$ cat config.mk
export PLATFORM = sky130hd
export DESIGN_NAME = muldiv_unit
export DESIGN_NICKNAME = d
export VERILOG_FILES = /design/src/arith_pkg.sv /design/src/muldiv_unit.sv /design/src/signed_div.sv /design/src/div_core.sv /design/src/mult_pipe.sv
export SDC_FILE = /design/constraint.sdc
export NUM_CORES = 1
export LEC_CHECK = 0
export BUFFER_PORTS_ARGS = -buffer_cell sky130_fd_sc_hd__buf_2
export CAP_MARGIN = 0
export CELL_PAD_IN_SITES_DETAIL_PLACEMENT = 1
export CELL_PAD_IN_SITES_GLOBAL_PLACEMENT = 1
export CORE_UTILIZATION = 46
export CTS_BUF_LIST = sky130_fd_sc_hd__clkbuf_16
export DETAILED_ROUTE_END_ITERATION = 16
export GPL_TIMING_DRIVEN = 1
export PLACE_DENSITY_LB_ADDON = 0.1
export SYNTH_ARGS = -nofsm -noshare
export SYNTH_HDL_FRONTEND = slang
export SYNTH_SLANG_ARGS = --single-unit
$ cat constraint.sdc
create_clock -name clk -period 13.8 [get_ports clk]
set_clock_uncertainty 0.15 [all_clocks]
set_input_delay 3.45 -clock clk [delete_from_list [all_inputs] [get_ports clk]]
set_output_delay 3.45 -clock clk [all_outputs]
set_load 0.01 [all_outputs]
$ cat src/arith_pkg.sv
// Shared command and state encodings; DEFAULT_WIDTH and MULT_STAGES must match the RTL pipeline depth
package arith_pkg;

  // Commands accepted by the multiply/divide unit
  typedef enum logic [1:0] {
    OP_MUL  = 2'd0,
    OP_DIV  = 2'd1,
    OP_DIVU = 2'd2
  } op_t;

  // Iterative divider states
  typedef enum logic [1:0] {
    DIV_IDLE = 2'd0,
    DIV_RUN  = 2'd1,
    DIV_DONE = 2'd2
  } div_state_t;

  // Operand width used unless the top level overrides it
  localparam int DEFAULT_WIDTH = 16;

  // Multiplier latency in cycles, from accept edge to done
  localparam int MULT_STAGES = 3;

endpackage
$ cat src/muldiv_unit.sv
// Multiply/divide unit; one division at a time, results in issue order, receiver cannot stall
`timescale 1ns/1ps

module muldiv_unit #(
  parameter int WIDTH = arith_pkg::DEFAULT_WIDTH
) (
  input  logic             clk,
  input  logic             reset,
  input  logic             start,
  input  arith_pkg::op_t   op,
  input  logic [WIDTH-1:0] left,
  input  logic [WIDTH-1:0] right,
  output logic             ready,
  output logic             done,
  output logic [WIDTH-1:0] result,
  output logic [WIDTH-1:0] remainder
);

  typedef logic [WIDTH-1:0] word_t;

  logic  accept;
  logic  is_div;
  logic  mul_start;
  logic  div_start;
  logic  div_busy;

  word_t mul_product;
  logic  mul_done;
  word_t div_quotient;
  word_t div_remainder;
  logic  div_done;

  assign accept = start && ready;
  assign is_div = (op == arith_pkg::OP_DIV) || (op == arith_pkg::OP_DIVU);

  // Steer an accepted command to exactly one datapath
  assign mul_start = accept && (op == arith_pkg::OP_MUL);
  assign div_start = accept && is_div;

  // Busy from the accept edge through the cycle where the divider reports done
  always_ff @(posedge clk) begin
    if (reset) begin
      div_busy <= 1'b0;
    end else if (div_start) begin
      div_busy <= 1'b1;
    end else if (div_done) begin
      div_busy <= 1'b0;
    end
  end

  // Multiplies keep flowing while no division is outstanding
  assign ready = !div_busy;

  mult_pipe #(
    .WIDTH(WIDTH)
  ) u_mult_pipe (
    .clk    (clk),
    .reset  (reset),
    .start  (mul_start),
    .left   (left),
    .right  (right),
    .product(mul_product),
    .done   (mul_done)
  );

  signed_div #(
    .WIDTH(WIDTH)
  ) u_signed_div (
    .clk      (clk),
    .reset    (reset),
    .start    (div_start),
    .op       (op),
    .left     (left),
    .right    (right),
    .quotient (div_quotient),
    .remainder(div_remainder),
    .done     (div_done)
  );

  // The two datapaths never finish in the same cycle
  assign done      = mul_done | div_done;
  assign result    = mul_done ? mul_product : div_quotient;
  assign remainder = mul_done ? '0 : div_remainder;

endmodule

$ cat src/signed_div.sv
// Signed/unsigned divider around div_core; signed remainder follows the divisor sign
`timescale 1ns/1ps

module signed_div #(
  parameter int WIDTH = arith_pkg::DEFAULT_WIDTH
) (
  input  logic             clk,
  input  logic             reset,
  input  logic             start,
  input  arith_pkg::op_t   op,
  input  logic [WIDTH-1:0] left,
  input  logic [WIDTH-1:0] right,
  output logic [WIDTH-1:0] quotient,
  output logic [WIDTH-1:0] remainder,
  output logic             done
);

  typedef logic [WIDTH-1:0] word_t;

  logic  is_signed;
  word_t left_abs;
  word_t right_abs;

  // Operand signs and divisor magnitude captured at start
  logic  left_sign_q;
  logic  right_sign_q;
  word_t right_abs_q;

  word_t core_quotient;
  word_t core_remainder;
  logic  diff_signs;
  word_t rem_mag;

  assign is_signed = (op == arith_pkg::OP_DIV);

  // Unsigned operands pass straight through
  assign left_abs  = (is_signed && left[WIDTH-1]) ? -left : left;
  assign right_abs = (is_signed && right[WIDTH-1]) ? -right : right;

  always_ff @(posedge clk) begin
    if (reset) begin
      left_sign_q  <= 1'b0;
      right_sign_q <= 1'b0;
    end else if (start) begin
      left_sign_q  <= is_signed & left[WIDTH-1];
      right_sign_q <= is_signed & right[WIDTH-1];
    end
  end

  always_ff @(posedge clk) begin
    if (start) begin
      right_abs_q <= right_abs;
    end
  end

  div_core #(
    .WIDTH(WIDTH)
  ) u_div_core (
    .clk      (clk),
    .reset    (reset),
    .start    (start),
    .dividend (left_abs),
    .divisor  (right_abs),
    .quotient (core_quotient),
    .remainder(core_remainder),
    .done     (done)
  );

  assign diff_signs = left_sign_q ^ right_sign_q;

  // Quotient truncates toward zero
  assign quotient = diff_signs ? -core_quotient : core_quotient;

  // Nonzero remainder with mixed signs wraps into the divisor's range
  assign rem_mag   = (diff_signs && (core_remainder != '0)) ? (right_abs_q - core_remainder)
                                                            : core_remainder;
  assign remainder = right_sign_q ? -rem_mag : rem_mag;

endmodule

$ cat src/div_core.sv
// Unsigned restoring divider taking WIDTH+1 cycles; a zero divisor returns 0/0 after one cycle
`timescale 1ns/1ps

module div_core #(
  parameter int WIDTH = arith_pkg::DEFAULT_WIDTH
) (
  input  logic             clk,
  input  logic             reset,
  input  logic             start,
  input  logic [WIDTH-1:0] dividend,
  input  logic [WIDTH-1:0] divisor,
  output logic [WIDTH-1:0] quotient,
  output logic [WIDTH-1:0] remainder,
  output logic             done
);

  typedef logic [WIDTH-1:0]   word_t;
  typedef logic [2*WIDTH-2:0] shifted_t;

  arith_pkg::div_state_t state;

  // Working registers for the iteration
  word_t    rem_q;
  word_t    quo_q;
  word_t    mask_q;
  shifted_t div_q;

  logic  load;
  logic  zero_div;
  logic  last_step;
  logic  fits;
  word_t rem_next;
  word_t quo_next;

  assign load      = (state == arith_pkg::DIV_IDLE) && start;
  assign zero_div  = (divisor == '0);
  assign last_step = mask_q[0];

  // Shifted divisor fits when it is not above the partial remainder
  assign fits     = (div_q <= {{(WIDTH-1){1'b0}}, rem_q});
  assign rem_next = fits ? (rem_q - div_q[WIDTH-1:0]) : rem_q;
  assign quo_next = fits ? (quo_q | mask_q) : quo_q;

  always_ff @(posedge clk) begin
    if (reset) begin
      state <= arith_pkg::DIV_IDLE;
    end else begin
      case (state)
        arith_pkg::DIV_IDLE: begin
          if (start) begin
            state <= zero_div ? arith_pkg::DIV_DONE : arith_pkg::DIV_RUN;
          end
        end
        arith_pkg::DIV_RUN: begin
          if (last_step) begin
            state <= arith_pkg::DIV_DONE;
          end
        end
        arith_pkg::DIV_DONE: begin
          state <= arith_pkg::DIV_IDLE;
        end
        default: begin
          state <= arith_pkg::DIV_IDLE;
        end
      endcase
    end
  end

  // Divisor starts aligned under the top dividend bit and walks down
  always_ff @(posedge clk) begin
    if (load) begin
      rem_q  <= dividend;
      quo_q  <= '0;
      mask_q <= {1'b1, {(WIDTH-1){1'b0}}};
      div_q  <= {divisor, {(WIDTH-1){1'b0}}};
    end else if (state == arith_pkg::DIV_RUN) begin
      rem_q  <= rem_next;
      quo_q  <= quo_next;
      mask_q <= mask_q >> 1;
      div_q  <= div_q >> 1;
    end
  end

  // Outputs update only at the end of an operation and hold afterwards
  always_ff @(posedge clk) begin
    if (load && zero_div) begin
      quotient  <= '0;
      remainder <= '0;
    end else if ((state == arith_pkg::DIV_RUN) && last_step) begin
      quotient  <= quo_next;
      remainder <= rem_next;
    end
  end

  assign done = (state == arith_pkg::DIV_DONE);

endmodule

$ cat src/mult_pipe.sv
// Fully pipelined multiplier keeping only the low WIDTH bits; depth is fixed at MULT_STAGES = 3
`timescale 1ns/1ps

module mult_pipe #(
  parameter int WIDTH = arith_pkg::DEFAULT_WIDTH
) (
  input  logic             clk,
  input  logic             reset,
  input  logic             start,
  input  logic [WIDTH-1:0] left,
  input  logic [WIDTH-1:0] right,
  output logic [WIDTH-1:0] product,
  output logic             done
);

  typedef logic [WIDTH-1:0]   word_t;
  typedef logic [2*WIDTH-1:0] wide_t;

  // One valid bit per pipeline stage
  logic [arith_pkg::MULT_STAGES-1:0] valid_q;

  word_t left_q;
  word_t right_q;
  wide_t full_q;

  // Valid bits shift every cycle so a new pair can enter each cycle
  always_ff @(posedge clk) begin
    if (reset) begin
      valid_q <= '0;
    end else begin
      valid_q <= {valid_q[arith_pkg::MULT_STAGES-2:0], start};
    end
  end

  // Stage one captures the operands
  always_ff @(posedge clk) begin
    if (start) begin
      left_q  <= left;
      right_q <= right;
    end
  end

  // Stage two forms the full unsigned product
  always_ff @(posedge clk) begin
    if (valid_q[0]) begin
      full_q <= wide_t'(left_q) * wide_t'(right_q);
    end
  end

  // Stage three keeps the low half, same for signed and unsigned operands
  always_ff @(posedge clk) begin
    if (valid_q[1]) begin
      product <= full_q[WIDTH-1:0];
    end
  end

  assign done = valid_q[arith_pkg::MULT_STAGES-1];

endmodule

==> reports/metrics.yaml <==
top_layer: "met4"
r2r_setup_slack_ps: 7800
avgViaCountPerCell: 5.60
grt_max_degree: 46
syn_inst: 1589
die_h_um: 182
m1WireLength_um: 19200
syn_to_final_growth_pct: 8.49
synth_area_leaders: "edfxtp_1 (23%), dfxtp_1 (12%), fa_1 (11%), ha_1 (8.5%), inv_1 (4.7%)"
drc_errors: 0
period_minus_slack_ps: 7570
hold_class: "flip-flop to flip-flop"
finalNetCount: 1844
syn_avg_cell_area_um2: 9.33
start_kind: "flip-flop"
whs_endpoint: "u_mult_pipe.product[15]$_DFFE_PP_"
cts_setup_buffers: 0
peakVddDrop_mv: 0.100
critPathMaxFanout: 4
hold_slack_ps: 275
r2r_start: "u_mult_pipe.left_q[5]$_DFFE_PP_"
clk_latency_ps: 460
crit_slowest_cell: "fa_1"
hold_depth: 0
wl_met3_um: 1480
core_mm2: 0.0316
ys.flop_type: "edfxtp_1"
setup_viol: 0
fin_tns_setup_ps: 0
synth_edf_count: 112
timing.rr.end: "u_mult_pipe.full_q[15]$_DFFE_PP_"
slew_viol_final: 0
p_leak_nw: 6.65
netlist_area_mm2: 0.0148
cts-hold-fix-buffers: 0
cts_root_buf: "clkbuf_16"
grt_overflow: 0
grt_antenna_before_repair: 1
fmax_mhz: 132
die_area_mm2: 0.0330
dr.pass1.iters: 5
hold_start: "u_mult_pipe.full_q[15]$_DFFE_PP_"
syn_nets: 1809
final_common_cell: "inv_1"
wl_per_cell_um: 20.1
status: "complete, no violations"
hold_viol_final: 0
cts.path.max_buffers: 2
gp_congestion: 0.916
cts_made_buffers: 17
yosysWarningCount: 0
io_pins: 71
synth_seq_cells: 199
die_x_um: 182
critical-path-max-stage-delay_ps: 430
pwr_density_cell_mw_per_mm2: 154
yosys.area.top_type: "edfxtp_1"
cts_tree: "done"
place_hpwl_um: 31500
crit_chain: "inv_1, ha_1, inv_1, fa_1, a211oi_2, nor2_1, a211oi_1, o31ai_1, o31ai_4, nand4_4, o41ai_4, xnor3_1, nor2_1, buf_2"
worstPathRequired_ps: 10200
htreeDepth: 4
cap_violations: 0
grt_pass1_wl_um: 66100
async_flop_share: 0
cts.clk_slew.worst_paths_ps: 70
fp-row-count: 65
worstPathArrival_ps: 3970
grt_pass1_vias: 11900
portBuffers: 70
wirelength_um: 40900
num_vias: 11400
criticalPathCategory: "flip-flop to primary output"
period_share: 0.549
critPathCaptureType: "primary output"
reg2regPathDepth: 18
antenna_left: 0
worst_slew_pin_slew_ps: 1180
rsz0062_at_grt: "false"
routed-wl-met2_um: 19900
layout_common_cells: "inv_1 (185), nand2_1 (177), nor2_1 (131), edfxtp_1 (112), ha_1 (101)"
cts.repair.resized: 0
clkSinkCount: 199
ys_seq_area_frac: 0.344
synth_top_area_share: 0.227
drt_iter0_drc: 713
grt.total_usage: 0.258
drive_above_1_share: 0.108
ys_types: 77
start_util: 0.469
slew_headroom: 0.213
stage by stage:
step	instances	power [W]	worst slack [ps]	util	instance area, µm²
final	2040	0.00247	6230	0.508	16100
after global routing	2039	0.00265	5970	0.508	16100
after CTS	2039	0.00249	6170	0.508	16100
after detailed placement	2007	0.00197	6720	0.490	15500
after global placement	2007	0.00193	6740	0.490	15500
after floorplan	1589	0.00163	7190	-	14800
registers in the layout, summed over array words and instances (netlist names), 2 cells and up:
signal and cells:
u_mult_pipe.full_q 16, u_mult_pipe.left_q 16, u_mult_pipe.product 16, u_mult_pipe.right_q 16
u_mult_pipe.valid_q 3, u_signed_div.right_abs_q 16, u_signed_div.u_div_core.div_q 31, u_signed_div.u_div_core.mask_q 16
u_signed_div.u_div_core.quo_q 16, u_signed_div.u_div_core.quotient 16, u_signed_div.u_div_core.rem_q 16, u_signed_div.u_div_core.remainder 16
u_signed_div.u_div_core.state 2
synthesized netlist by cell type, drive strengths merged (53+ instances only):
master  number
inv        185
nand2      177
nor2       134
edfxtp     112
a21oi      101
ha         101
dfxtp       87
fa          82
and2        77
xnor2       71
o21ai       61
clkbuf      53
report_power, final:
part	total, W	internal [W]	switching [W]
clock	0.000514	0.000261	0.000253
combinational	0.00113	0.000469	0.000660
sequential	0.000827	0.000737	0.0000906
worst max path at each step:
stage | from | slack (ps) | end
after floorplan | u_signed_div.right_abs_q[0]$_DFFE_PP_ | 7190 | remainder[15]
after global placement | u_signed_div.right_sign_q$_SDFFE_PP0P_ | 6740 | remainder[14]
after global routing | u_signed_div.u_div_core.remainder[13]$_SDFFE_PP0P_ | 5970 | remainder[14]
after CTS | u_signed_div.right_sign_q$_SDFFE_PP0P_ | 6170 | remainder[14]
after detailed placement | u_signed_div.right_sign_q$_SDFFE_PP0P_ | 6720 | remainder[15]
final | u_signed_div.right_abs_q[0]$_DFFE_PP_ | 6230 | remainder[15]
cell families after synthesis:
family | synth area share
AO/OA/AOI/OAI | 0.138
multiplexers | 0.0150
flip-flops | 0.344
adder cells (fa/ha/maj) | 0.196
buffers and inverters | 0.0673
XOR/XNOR | 0.0677
AND/OR/NAND/NOR | 0.172
layer usage:
metal / GRT usage / vias to the layer above
met5: 0 / -
met4: 0.0498 / 0
met3: 0.0359 / 28
met2: 0.432 / 215
met1: 0.358 / 5756
li1: - / 5417
cell type report:
cell class                 instances  area, µm²
antenna                            1       2.50
clock buffer                      19        475
clock inverter                    13        120
fill                            3667      15500
inverter                         185        694
multi-input combinational       1139       8750
sequential                       199       5100
tap                              402        503
timing repair buffer              82        440
worst max-delay path, delay by kind of cell, from the launching register on:
kind,cells,cell delay [ps]
AOI/OAI and AO/OA,5,1600
adders and majority gates,2,570
DFF,1,370
buffers and inverters,3,250
xor gates and xnor gates,1,390
and+or+nand+nor,3,350
Note: power is estimated with default switching activity, not from simulation.
